$ cat src/matrix_float_pkg.sv
/*
 * Matrix float multiplier shared definitions
 * Element and dimension types, FIFO sizing, credit width,
 * producer FSM states and bfloat16 exponent constants
 */

package matrix_float_pkg;

  ////////////////////////////////////////
  // Data types
  ////////////////////////////////////////

  // One bfloat16 element
  // Sign bit 15, exponent bits 14..7, fraction bits 6..0
  typedef logic [15:0] elem_t;

  // Matrix dimension or running index, 1 to 15
  typedef logic [3:0] dim_t;

  ////////////////////////////////////////
  // Buffering and flow control
  ////////////////////////////////////////

  // FIFO slots, also the starting credit count
  localparam int FIFO_DEPTH = 4;

  // Credit counter, holds 0 to FIFO_DEPTH
  typedef logic [2:0] credit_t;

  // Read and write pointers into the FIFO
  typedef logic [1:0] fifo_ptr_t;

  // Producer FSM
  typedef enum logic {
    PROD_IDLE,
    PROD_STREAM
  } prod_state_t;

  ////////////////////////////////////////
  // Floating point constants
  ////////////////////////////////////////

  // Bias and saturating exponent in the signed working width
  localparam logic signed [9:0] EXP_BIAS = 10'sd127;
  localparam logic signed [9:0] EXP_INF  = 10'sd255;

endpackage

$ cat src/float_multiplier.sv
/*
 * Two stage bfloat16 multiplier
 * Stage 1 forms sign, biased exponent sum and mantissa product
 * Stage 2 normalizes, truncates and applies zero and infinity rules
 * Valid and both tags ride along with the data
 */

`timescale 1ns/1ps

module float_multiplier import matrix_float_pkg::*; (
  input  logic  CLK,
  input  logic  RST,
  input  logic  mul_valid,
  input  logic  mul_row_end,
  input  logic  mul_matrix_end,
  input  elem_t mul_a,
  input  elem_t mul_b,
  output logic  prod_valid,
  output logic  prod_row_end,
  output logic  prod_matrix_end,
  output elem_t prod_data
);

  ////////////////////////////////////////
  // Stage 1 registers
  ////////////////////////////////////////

  logic               s1_valid;
  logic               s1_row_end;
  logic               s1_matrix_end;
  logic               s1_sign;
  logic signed [9:0]  s1_exp;
  logic [15:0]        s1_mant;
  logic               s1_zero;

  // Stage 2 combinational result
  logic signed [9:0]  exp_norm;
  logic [6:0]         frac_norm;
  elem_t              result;

  always_ff @(posedge CLK or posedge RST) begin
    if (RST) begin
      s1_valid <= 1'b0;
    end else begin
      s1_valid <= mul_valid;
    end
  end

  always_ff @(posedge CLK) begin
    s1_row_end    <= mul_row_end;
    s1_matrix_end <= mul_matrix_end;
    s1_sign       <= mul_a[15] ^ mul_b[15];
    // Both exponents zero extended, bias taken off once
    s1_exp  <= $signed({2'b00, mul_a[14:7]}) + $signed({2'b00, mul_b[14:7]}) - EXP_BIAS;
    // Hidden ones restored before the 8x8 product
    s1_mant <= {1'b1, mul_a[6:0]} * {1'b1, mul_b[6:0]};
    // Zero exponent on either side flushes the result
    s1_zero <= (mul_a[14:7] == 8'd0) || (mul_b[14:7] == 8'd0);
  end

  ////////////////////////////////////////
  // Stage 2 normalize and round off
  ////////////////////////////////////////

  always_comb begin
    // Product in [1,4), top bit set means one extra binade
    if (s1_mant[15]) begin
      exp_norm  = s1_exp + 10'sd1;
      frac_norm = s1_mant[14:8];
    end else begin
      exp_norm  = s1_exp;
      frac_norm = s1_mant[13:7];
    end
    if (s1_zero || exp_norm <= 10'sd0) begin
      result = {s1_sign, 15'd0};
    end else if (exp_norm >= EXP_INF) begin
      result = {s1_sign, 8'hFF, 7'd0};
    end else begin
      result = {s1_sign, exp_norm[7:0], frac_norm};
    end
  end

  always_ff @(posedge CLK or posedge RST) begin
    if (RST) begin
      prod_valid <= 1'b0;
    end else begin
      prod_valid <= s1_valid;
    end
  end

  always_ff @(posedge CLK) begin
    prod_data       <= result;
    prod_row_end    <= s1_row_end;
    prod_matrix_end <= s1_matrix_end;
  end

endmodule

$ cat src/matrix_element_producer.sv
/*
 * Matrix element producer
 * Takes the start and operand pairs, walks the i and j indices,
 * tags row and matrix ends and spends one credit per pair
 */

`timescale 1ns/1ps

module matrix_element_producer import matrix_float_pkg::*; (
  input  logic  CLK,
  input  logic  RST,
  input  logic  start,
  input  dim_t  size_i,
  input  dim_t  size_j,
  input  logic  in_valid,
  input  elem_t in_a,
  input  elem_t in_b,
  output logic  in_ready,
  output logic  busy,
  input  logic  credit_return,
  output logic  mul_valid,
  output logic  mul_row_end,
  output logic  mul_matrix_end,
  output elem_t mul_a,
  output elem_t mul_b
);

  prod_state_t state;
  dim_t        size_i_q;
  dim_t        size_j_q;
  dim_t        index_i;
  dim_t        index_j;
  credit_t     credits;
  logic        accept;
  logic        last_j;
  logic        last_i;

  // Room downstream only while credits remain
  assign in_ready = (state == PROD_STREAM) && (credits != credit_t'(0));
  assign accept   = in_valid && in_ready;

  assign last_j = (index_j == size_j_q - dim_t'(1));
  assign last_i = (index_i == size_i_q - dim_t'(1));

  ////////////////////////////////////////
  // Index FSM
  ////////////////////////////////////////

  always_ff @(posedge CLK or posedge RST) begin
    if (RST) begin
      state    <= PROD_IDLE;
      busy     <= 1'b0;
      size_i_q <= '0;
      size_j_q <= '0;
      index_i  <= '0;
      index_j  <= '0;
    end else begin
      case (state)
        PROD_IDLE: begin
          // Zero sized matrix is not a job
          if (start && size_i != '0 && size_j != '0) begin
            size_i_q <= size_i;
            size_j_q <= size_j;
            index_i  <= '0;
            index_j  <= '0;
            busy     <= 1'b1;
            state    <= PROD_STREAM;
          end
        end
        PROD_STREAM: begin
          // Start is ignored here
          if (accept) begin
            if (last_j) begin
              index_j <= '0;
              index_i <= index_i + dim_t'(1);
              if (last_i) begin
                busy  <= 1'b0;
                state <= PROD_IDLE;
              end
            end else begin
              index_j <= index_j + dim_t'(1);
            end
          end
        end
      endcase
    end
  end

  ////////////////////////////////////////
  // Credits and multiplier feed
  ////////////////////////////////////////

  always_ff @(posedge CLK or posedge RST) begin
    if (RST) begin
      credits   <= credit_t'(FIFO_DEPTH);
      mul_valid <= 1'b0;
    end else begin
      mul_valid <= accept;
      // Spend and return in one cycle cancel out
      case ({accept, credit_return})
        2'b10:   credits <= credits - credit_t'(1);
        2'b01:   credits <= credits + credit_t'(1);
        default: credits <= credits;
      endcase
    end
  end

  always_ff @(posedge CLK) begin
    if (accept) begin
      mul_a          <= in_a;
      mul_b          <= in_b;
      mul_row_end    <= last_j;
      mul_matrix_end <= last_j && last_i;
    end
  end

endmodule

$ cat src/matrix_float_multiplier_top.sv
/*
 * Element-wise bfloat16 matrix multiplier
 * Producer, two stage multiplier, product FIFO and consumer
 * with credit based flow control inside
 */

`timescale 1ns/1ps

module matrix_float_multiplier_top import matrix_float_pkg::*; (
  input  logic  CLK,
  input  logic  RST,
  input  logic  start,
  input  dim_t  size_i,
  input  dim_t  size_j,
  input  logic  in_valid,
  input  elem_t in_a,
  input  elem_t in_b,
  output logic  in_ready,
  output logic  busy,
  input  logic  out_ready,
  output logic  out_valid,
  output elem_t out_data,
  output logic  out_row_end,
  output logic  out_matrix_end
);

  ////////////////////////////////////////
  // Internal wires
  ////////////////////////////////////////

  // Producer to multiplier
  logic  mul_valid;
  logic  mul_row_end;
  logic  mul_matrix_end;
  elem_t mul_a;
  elem_t mul_b;

  // Multiplier to FIFO
  logic  prod_valid;
  logic  prod_row_end;
  logic  prod_matrix_end;
  elem_t prod_data;

  // FIFO to consumer, credits back
  logic  fifo_empty;
  elem_t fifo_data;
  logic  fifo_row_end;
  logic  fifo_matrix_end;
  logic  fifo_pop;
  logic  credit_return;

  matrix_element_producer u_producer (
    .CLK            (CLK),
    .RST            (RST),
    .start          (start),
    .size_i         (size_i),
    .size_j         (size_j),
    .in_valid       (in_valid),
    .in_a           (in_a),
    .in_b           (in_b),
    .in_ready       (in_ready),
    .busy           (busy),
    .credit_return  (credit_return),
    .mul_valid      (mul_valid),
    .mul_row_end    (mul_row_end),
    .mul_matrix_end (mul_matrix_end),
    .mul_a          (mul_a),
    .mul_b          (mul_b)
  );

  float_multiplier u_multiplier (
    .CLK             (CLK),
    .RST             (RST),
    .mul_valid       (mul_valid),
    .mul_row_end     (mul_row_end),
    .mul_matrix_end  (mul_matrix_end),
    .mul_a           (mul_a),
    .mul_b           (mul_b),
    .prod_valid      (prod_valid),
    .prod_row_end    (prod_row_end),
    .prod_matrix_end (prod_matrix_end),
    .prod_data       (prod_data)
  );

  product_credit_fifo u_fifo (
    .CLK             (CLK),
    .RST             (RST),
    .prod_valid      (prod_valid),
    .prod_row_end    (prod_row_end),
    .prod_matrix_end (prod_matrix_end),
    .prod_data       (prod_data),
    .fifo_pop        (fifo_pop),
    .fifo_empty      (fifo_empty),
    .fifo_data       (fifo_data),
    .fifo_row_end    (fifo_row_end),
    .fifo_matrix_end (fifo_matrix_end)
  );

  matrix_result_consumer u_consumer (
    .CLK             (CLK),
    .RST             (RST),
    .fifo_empty      (fifo_empty),
    .fifo_data       (fifo_data),
    .fifo_row_end    (fifo_row_end),
    .fifo_matrix_end (fifo_matrix_end),
    .fifo_pop        (fifo_pop),
    .credit_return   (credit_return),
    .out_ready       (out_ready),
    .out_valid       (out_valid),
    .out_data        (out_data),
    .out_row_end     (out_row_end),
    .out_matrix_end  (out_matrix_end)
  );

endmodule

$ cat src/matrix_result_consumer.sv
/*
 * Result consumer
 * Pops the FIFO into a valid/ready output register
 * and hands one credit back per pop
 */

`timescale 1ns/1ps

module matrix_result_consumer import matrix_float_pkg::*; (
  input  logic  CLK,
  input  logic  RST,
  input  logic  fifo_empty,
  input  elem_t fifo_data,
  input  logic  fifo_row_end,
  input  logic  fifo_matrix_end,
  output logic  fifo_pop,
  output logic  credit_return,
  input  logic  out_ready,
  output logic  out_valid,
  output elem_t out_data,
  output logic  out_row_end,
  output logic  out_matrix_end
);

  ////////////////////////////////////////
  // Pop decision
  ////////////////////////////////////////

  // Register free, or its value leaves this cycle
  assign fifo_pop = !fifo_empty && (!out_valid || out_ready);

  ////////////////////////////////////////
  // Output register
  ////////////////////////////////////////

  always_ff @(posedge CLK or posedge RST) begin
    if (RST) begin
      out_valid     <= 1'b0;
      credit_return <= 1'b0;
    end else begin
      // One credit per popped slot, a cycle later
      credit_return <= fifo_pop;
      if (fifo_pop) begin
        out_valid <= 1'b1;
      end else if (out_ready) begin
        out_valid <= 1'b0;
      end
    end
  end

  // Data holds steady while out_ready is low
  always_ff @(posedge CLK) begin
    if (fifo_pop) begin
      out_data       <= fifo_data;
      out_row_end    <= fifo_row_end;
      out_matrix_end <= fifo_matrix_end;
    end
  end

endmodule

$ cat src/product_credit_fifo.sv
/*
 * Product FIFO
 * Circular buffer of products with row and matrix tags
 * Credits upstream keep it from overflowing
 */

`timescale 1ns/1ps

module product_credit_fifo import matrix_float_pkg::*; (
  input  logic  CLK,
  input  logic  RST,
  input  logic  prod_valid,
  input  logic  prod_row_end,
  input  logic  prod_matrix_end,
  input  elem_t prod_data,
  input  logic  fifo_pop,
  output logic  fifo_empty,
  output elem_t fifo_data,
  output logic  fifo_row_end,
  output logic  fifo_matrix_end
);

  ////////////////////////////////////////
  // Storage
  ////////////////////////////////////////

  // Entry layout {row_end, matrix_end, data}
  logic [17:0] mem [FIFO_DEPTH];

  fifo_ptr_t wr_ptr;
  fifo_ptr_t rd_ptr;
  logic [$clog2(FIFO_DEPTH):0] count;

  always_ff @(posedge CLK) begin
    if (prod_valid) begin
      mem[wr_ptr] <= {prod_row_end, prod_matrix_end, prod_data};
    end
  end

  ////////////////////////////////////////
  // Pointers and occupancy
  ////////////////////////////////////////

  always_ff @(posedge CLK or posedge RST) begin
    if (RST) begin
      wr_ptr <= '0;
      rd_ptr <= '0;
      count  <= '0;
    end else begin
      // Pointers wrap on their own at depth 4
      if (prod_valid) begin
        wr_ptr <= wr_ptr + fifo_ptr_t'(1);
      end
      if (fifo_pop) begin
        rd_ptr <= rd_ptr + fifo_ptr_t'(1);
      end
      case ({prod_valid, fifo_pop})
        2'b10:   count <= count + 1'b1;
        2'b01:   count <= count - 1'b1;
        default: count <= count;
      endcase
    end
  end

  // Head entry shown ahead of the pop
  assign fifo_empty      = (count == '0);
  assign fifo_data       = mem[rd_ptr][15:0];
  assign fifo_matrix_end = mem[rd_ptr][16];
  assign fifo_row_end    = mem[rd_ptr][17];

endmodule
$ cat config.mk
export PLATFORM = sky130hd
export DESIGN_NAME = matrix_float_multiplier_top
export DESIGN_NICKNAME = d
export VERILOG_FILES = /design/src/matrix_float_pkg.sv /design/src/float_multiplier.sv /design/src/matrix_element_producer.sv /design/src/matrix_float_multiplier_top.sv /design/src/matrix_result_consumer.sv /design/src/product_credit_fifo.sv
export SDC_FILE = /design/constraint.sdc
export NUM_CORES = 1
export LEC_CHECK = 0
export BUFFER_PORTS_ARGS = -buffer_cell sky130_fd_sc_hd__buf_2
export CAP_MARGIN = 20
export CORE_MARGIN = 2
export CORE_UTILIZATION = 55
export DETAILED_ROUTE_END_ITERATION = 10
export PLACE_DENSITY = 0.77
export SYNTH_ARGS = -nofsm -noshare
export SYNTH_HDL_FRONTEND = slang
export SYNTH_SLANG_ARGS = --single-unit
$ cat constraint.sdc
create_clock -name CLK -period 4.7 [get_ports CLK]
set_input_delay 0.235 -clock CLK [delete_from_list [all_inputs] [get_ports CLK]]
set_output_delay 0.235 -clock CLK [all_outputs]
set_load 0.02 [all_outputs]
Yosys cells after proc, flatten, opt, wreduce, memory -nomap -nowiden --
Memory sizes are Yosys's and may differ from the RTL's. A register that Yosys moved wholly into a read port is not among the register bits. Index checks and enable logic that the tools add are counted.
Operators by class: add/subtract/negate cells 13, $mul 1, magnitude comparators 2, eq/ne operators 10, multiplexer cells 26, bitwise gates (word level) 2, reduce and logical (&&, ||, !) cells 25
Operators with widths (count):
- $mux W4 | 5
- $logic_not A8 Y1 | 2
- $mul A8 B8 Y16 | 1
- $pmux W4 S2 | 2
- $mux W15 | 1
- $mux W1 | 12
- $pmux W3 S2 | 2
- $add A10 B2 Y10 const B | 1
- $ge A10 B9 Y1 const B | 1
- $le A10 B1 Y1 const B | 1
- $mux W10 | 1
- $sub A10 B8 Y10 const B | 1
- $add A8 B8 Y9 | 1
- $add A4 B1 Y4 const B | 2
- $eq A4 B4 Y1 | 2
- $reduce_bool A4 Y1 | 2
- $sub A4 B1 Y4 const B | 2
- $mux W7 | 1
- $add A3 B1 Y3 const B | 2
- $logic_and A1 B1 Y1 | 6
- $ne A2 B2 Y1 const B | 3
- $reduce_bool A2 Y1 | 3
- $sub A3 B1 Y3 const B | 2
- $add A2 B1 Y2 const B | 2
- other kinds (14) | 21
Word-level totals: flip-flop bits (word level) 115, memory bits (writable) 72, input port bits 45, output and inout port bits 21, logic and storage cells 110, memories kept 1
Memory list:
- u_fifo.mem | depth 4, width 18, rd ports 1, clocked after memory_dff 1, write ports 1, line product_credit_fifo.sv:28 | logic [17:0] mem [FIFO_DEPTH];

Depth between registers and ports, before layout --
depth in word-level cells 6, depth in mapped cells 16, gate-level depth less buffers 16

Modules after synthesis --
A second synthesis with hierarchy kept.
Second synthesis, totals: cells, all modules 671, area, all modules 9465.3 um^2
By module, submodules not included:
- float_multiplier | instances 1, cells each 374, area an instance 3616.0 um^2, seq. area each 870.8 um^2
- product_credit_fifo | instances 1, cells each 130, area an instance 2995.4 um^2, seq. area each 2337.2 um^2
- matrix_element_producer | instances 1, cells each 142, area an instance 2234.6 um^2, seq. area each 1572.8 um^2
- matrix_result_consumer | instances 1, cells each 25, area an instance 619.3 um^2, seq. area each 590.6 um^2

Least setup slack after synthesis --
OpenSTA, ideal clock, no wires.
path kind flip-flop to flip-flop, from register u_producer.mul_b[6], to register u_multiplier.s1_mant[14], setup time 72 ps, arrival time 4287 ps, required time 4628 ps, slack 341 ps, cell stages (with the launch flop) 17, path buffers 0, clock period less this slack 4359 ps, cell sequence edfxtp_1 > and2_1 > fa_1 > inv_1 > fa_1 > inv_1 > fa_1 > inv_1 > fa_1 > inv_1 > ha_1 > a21oi_1 > o21ai_0 > a21o_1 > and3_1 > o41ai_1 > xnor2_1
On the way: longest elaborated chain between the ends 1
RTL lines:
- from (decl) | line matrix_element_producer.sv:25 | output elem_t mul_b
- from (signal assigned) | line matrix_element_producer.sv:111 | mul_b <= in_b;
- $mul A8 B8 Y16 | line float_multiplier.sv:56 | s1_mant <= {1'b1, mul_a[6:0]} * {1'b1, mul_b[6:0]};
- to (signal assigned) | line float_multiplier.sv:56
- to (decl) | line float_multiplier.sv:33 | logic [15:0] s1_mant;
No other way between the ends. A chain may end at the register's enable or synchronous reset.

Final worst setup path --
from register u_producer.mul_a[1], to register u_multiplier.s1_mant[14]
On the way: longest elaborated chain between the ends 1
RTL lines:
- from (decl) | line matrix_element_producer.sv:24 | output elem_t mul_a,
- from (signal assigned) | line matrix_element_producer.sv:110 | mul_a <= in_a;
- $mul A8 B8 Y16 | line float_multiplier.sv:56
No other way between the ends.

==> metrics.csv <==
stage,metric,value,unit
drt,drt-initial-drc-count,205,
grt,antenna_found_initial,0,
sta,max_slew.worst_pin.slew,0.9512,ns
placed_design,place.gp.congestion,0.9024,
synth,yosysTopAreaCellShare,0.3912,
sta,tns,0,ns
sta,period_share,0.9471,
layout,nFillCells,1235,
setup_path,r2r-end,u_multiplier.s1_mant[14]$_DFF_P_,
hold_path,whs_endpoint,u_producer.size_i_q[0]$_DFFE_PP0P_,
drt,wl_per_cell,15.54,µm
synth,synth_top_family_by_area,adder cells,
synth,yosysUniqueCellTypes,53,
synth,synth-async-reset-ratio,0.1667,
setup_path,arrival,4.81,ns
sta,setup-violations-final,0,
floorplanning,die_area,18370,µm²
sta,fin_skew,0.01084,ns
synth,yosys.area_share.xor_xnor,0.05245,
synth,syn_avg_cell_area,13.71,µm²
setup_path,cp_cell_sequence,and2_1 -> fa_1 -> inv_1 -> fa_1 -> inv_1 -> fa_1 -> inv_1 -> fa_1 -> inv_1 -> ha_1 -> a21oi_1 -> o21ai_0 -> a21o_1 -> and3_1 -> o41ai_2 -> xnor2_1,
grt,grt_pass1_vias,5816,
clocking,cts_buffers,17,
synth,synth_mux_area_frac,0.06047,
run_status,status,finished clean,
synth,synthCells,694,
floorplanning,ios,66,
synth,yosysWarnings,0,
synth,synth_compound_area_frac,0.04706,
drt,drc,0,
synth,synth-seq-area-share,0.5643,
floorplanning,die_w,135.6,µm
grt,grt.overflow.total,0,
hold_path,min_from,size_i[0],
sta,timing.slew.headroom,0.3658,
floorplanning,rows,48,
setup_path,crit_type,reg -> reg,
drt,firstDrtPassIters,4,
hold_path,hp-class,in -> reg,
setup_path,cp_num_buf_inv,4,
sta,hold_viol_final,0,
layout,design_area,11140,µm²
clocking,cts_tree,built,
synth,synth_edf_count,124,
run,cap_violations,0,
synth,yosys_register_bits,198,
setup_path,crit_fanout,5,
clocking,clkTransAtPathRegs,0.07,ns
sta,rsz0062_at_grt,no,
synth,syn-num-nets,829,
layout,syn2layout_area_growth,17.05,%
grt,grt_pass1_wl,26.97,mm
drt,vias_per_cell,5.270,
setup_path,reg2reg_depth,16,
clocking,insertion_delay,0.43,ns
layout,finalNetCount,948,
synth,post-synth-top-area-cell,edfxtp_1,
hold_path,whs_path_depth,3,
drt,vias,5539,
clocking,cts_root_buffer,clkbuf_16,
synth,synth_area_leaders,"edfxtp_1 39%, dfxtp_1 8.6%, dfrtp_1 8.4%, fa_1 8.0%, ha_1 6.8%",
setup_path,cp.required,5.06,ns
sta,fmax,224.6,MHz
floorplanning,initial_core_util,0.5561,
synth,synth_flop_cell,edfxtp_1,
drt,finalWirelength,16.34,mm
placed_design,place_area,10130,µm²
grt,grtUsageTotal,0.1895,
setup_path,crit_family,adder cells,
layout,diodes,0,
placed_design,dp_hpwl,11.42,mm
setup_path,critPathCaptureType,flip-flop,
floorplanning,core,17120,µm²
sta,period_minus_slack,4.451,ns
grt,grt_max_degree,38,
placed_design,port_buffers,65,
setup_path,critPathSlowestCell,fa_1,
floorplanning,die_y,135.6,µm
clocking,htree_levels,4,
layout,ff_latch_area,5371,µm²
layout,drive_gt1_frac,0.1792,
setup_path,regToRegStartpoint,u_producer.mul_a[1]$_DFFE_PP_,
drt,ant_nets,0,
setup_path,startpoint_type,flip-flop,
synth,netlist_area,9518,µm²
setup_path,rrSetupSlack,0.25,ns
synth,synthSimpleGateAreaFrac,0.09071,
synth,synth_fa_ha_area_frac,0.1483,
clocking,clk_path_buf_depth,2,
layout,multi_input_area,3814,µm²
sta,drv_slew,0,
clocking,cts.sinks,198,
setup_path,critical-path-max-stage-delay,0.53,ns
-- cells in the final DEF, fill, tap and decap left out, drive strengths merged, types with 3 or more instances in the layout --
master and count:
nor3 17, nand2b 4, nand4b 3, clkbuf 17
xor2 24, nor2 18, edfxtp 124, mux2i 11
a31oi 5, nor4 8, dfrtp 32, dlygate4sd3 34
o21bai 3, o2111ai 3, and2 42, or2 3
mux4 18, a21o 11, o21ai 14, inv 77
buf 81, nand2 34, ha 52, a21oi 20
fa 38, nand3 10, mux2 5, xnor2 33
and3 8, clkinv 7, nand4 7, dfxtp 41
-- sequential cells by signal (all words and copies together) (netlist names), 2 cells and up --
register                flops
u_consumer.out_data        16
u_fifo.rd_ptr               2
u_producer.index_j          4
u_producer.size_j_q         4
u_fifo.wr_ptr               2
u_multiplier.s1_mant        9
u_fifo.mem                 72
u_producer.mul_b           16
u_producer.mul_a           16
u_fifo.count                3
u_multiplier.s1_exp        10
u_multiplier.prod_data     16
u_producer.size_i_q         4
u_producer.index_i          4
u_producer.credits          3
-- final cells by class --
| class | instances | share of cell area |
|---|---|---|
| Sequential cell | 198 | 0.4821 |
| Multi-Input combinational cell | 409 | 0.3423 |
| Timing Repair Buffer | 115 | 0.07053 |
| Clock buffer | 17 | 0.03819 |
| Tap cell | 225 | 0.02527 |
| Inverter | 72 | 0.02426 |
| Clock inverter | 15 | 0.01730 |
-- worst max-delay path by stage --
| stage | startpoint | to | depth (start not counted) |
|---|---|---|---|
| floorplan | u_producer.mul_b[6]$_DFFE_PP_ | u_multiplier.s1_mant[14]$_DFF_P_ | 16 |
| global placement | u_producer.mul_a[1]$_DFFE_PP_ | u_multiplier.s1_mant[14]$_DFF_P_ | 16 |
| detailed placement | u_producer.mul_a[1]$_DFFE_PP_ | u_multiplier.s1_mant[14]$_DFF_P_ | 16 |
| CTS | u_producer.mul_a[1]$_DFFE_PP_ | u_multiplier.s1_mant[14]$_DFF_P_ | 16 |
| global route | u_producer.mul_a[1]$_DFFE_PP_ | u_multiplier.s1_mant[14]$_DFF_P_ | 16 |
| finish | u_producer.mul_a[1]$_DFFE_PP_ | u_multiplier.s1_mant[14]$_DFF_P_ | 16 |
-- kinds of logic after synthesis --
group	Yosys count
AO/OA/AOI/OAI	69
adder cells (fa/ha/maj)	90
AND/OR/NAND/NOR	159
buffers and inverters	87
XOR/XNOR	57
multiplexers	34
flip-flops	198
-- metal layers --
layer,track usage,vias to the layer above,wire (µm)
met5,0,-,0
met4,0.06424,0,241
met3,0.03591,21,503
met2,0.3395,110,8545
met1,0.2306,2724,7045
li1,-,2684,-
-- what timing repair did --
| item | in CTS | in global routing |
|---|---|---|
| setup endpoints to repair | 0 | 2 |
| hold buffers | 34 | 0 |
| endpoints found under the hold margin | 65 | 0 |
| gates resized for setup | 0 | 2 |
| buffers inserted | 0 | 5 |
-- tightest hold or removal path: stages --
cell,delay (ns)
buf_2,0.09
nand2_1,0.04
o21ai_0,0.06
-- per-stage QoR --
step,hold WS (ns),instances,setup slack (ns),utilization
after floorplan,0.3096,694,0.3407,-
after global placement,0.3127,980,0.2017,0.5920
after detailed placement,0.3302,980,0.05138,0.5920
after CTS,0.02405,1046,0.03942,0.6480
after global routing,0.03267,1051,0.007497,0.6509
final,0.03462,1051,0.2486,0.6509
-- synthesized netlist by cell type (13+ instances only) --
master and count:
ha_1 52, and2_1 41, dfrtp_1 32, nor3_1 17, nand2_1 34, mux4_2 18, a21oi_1 20, fa_1 38
nor2_1 18, xnor2_1 33, edfxtp_1 124, dfxtp_1 41, xor2_1 24, o21ai_0 13, inv_1 72
Power is left out: the tool's default activity adds up to more than one toggle a clock period on the data nets, which glitch-free logic cannot reach.
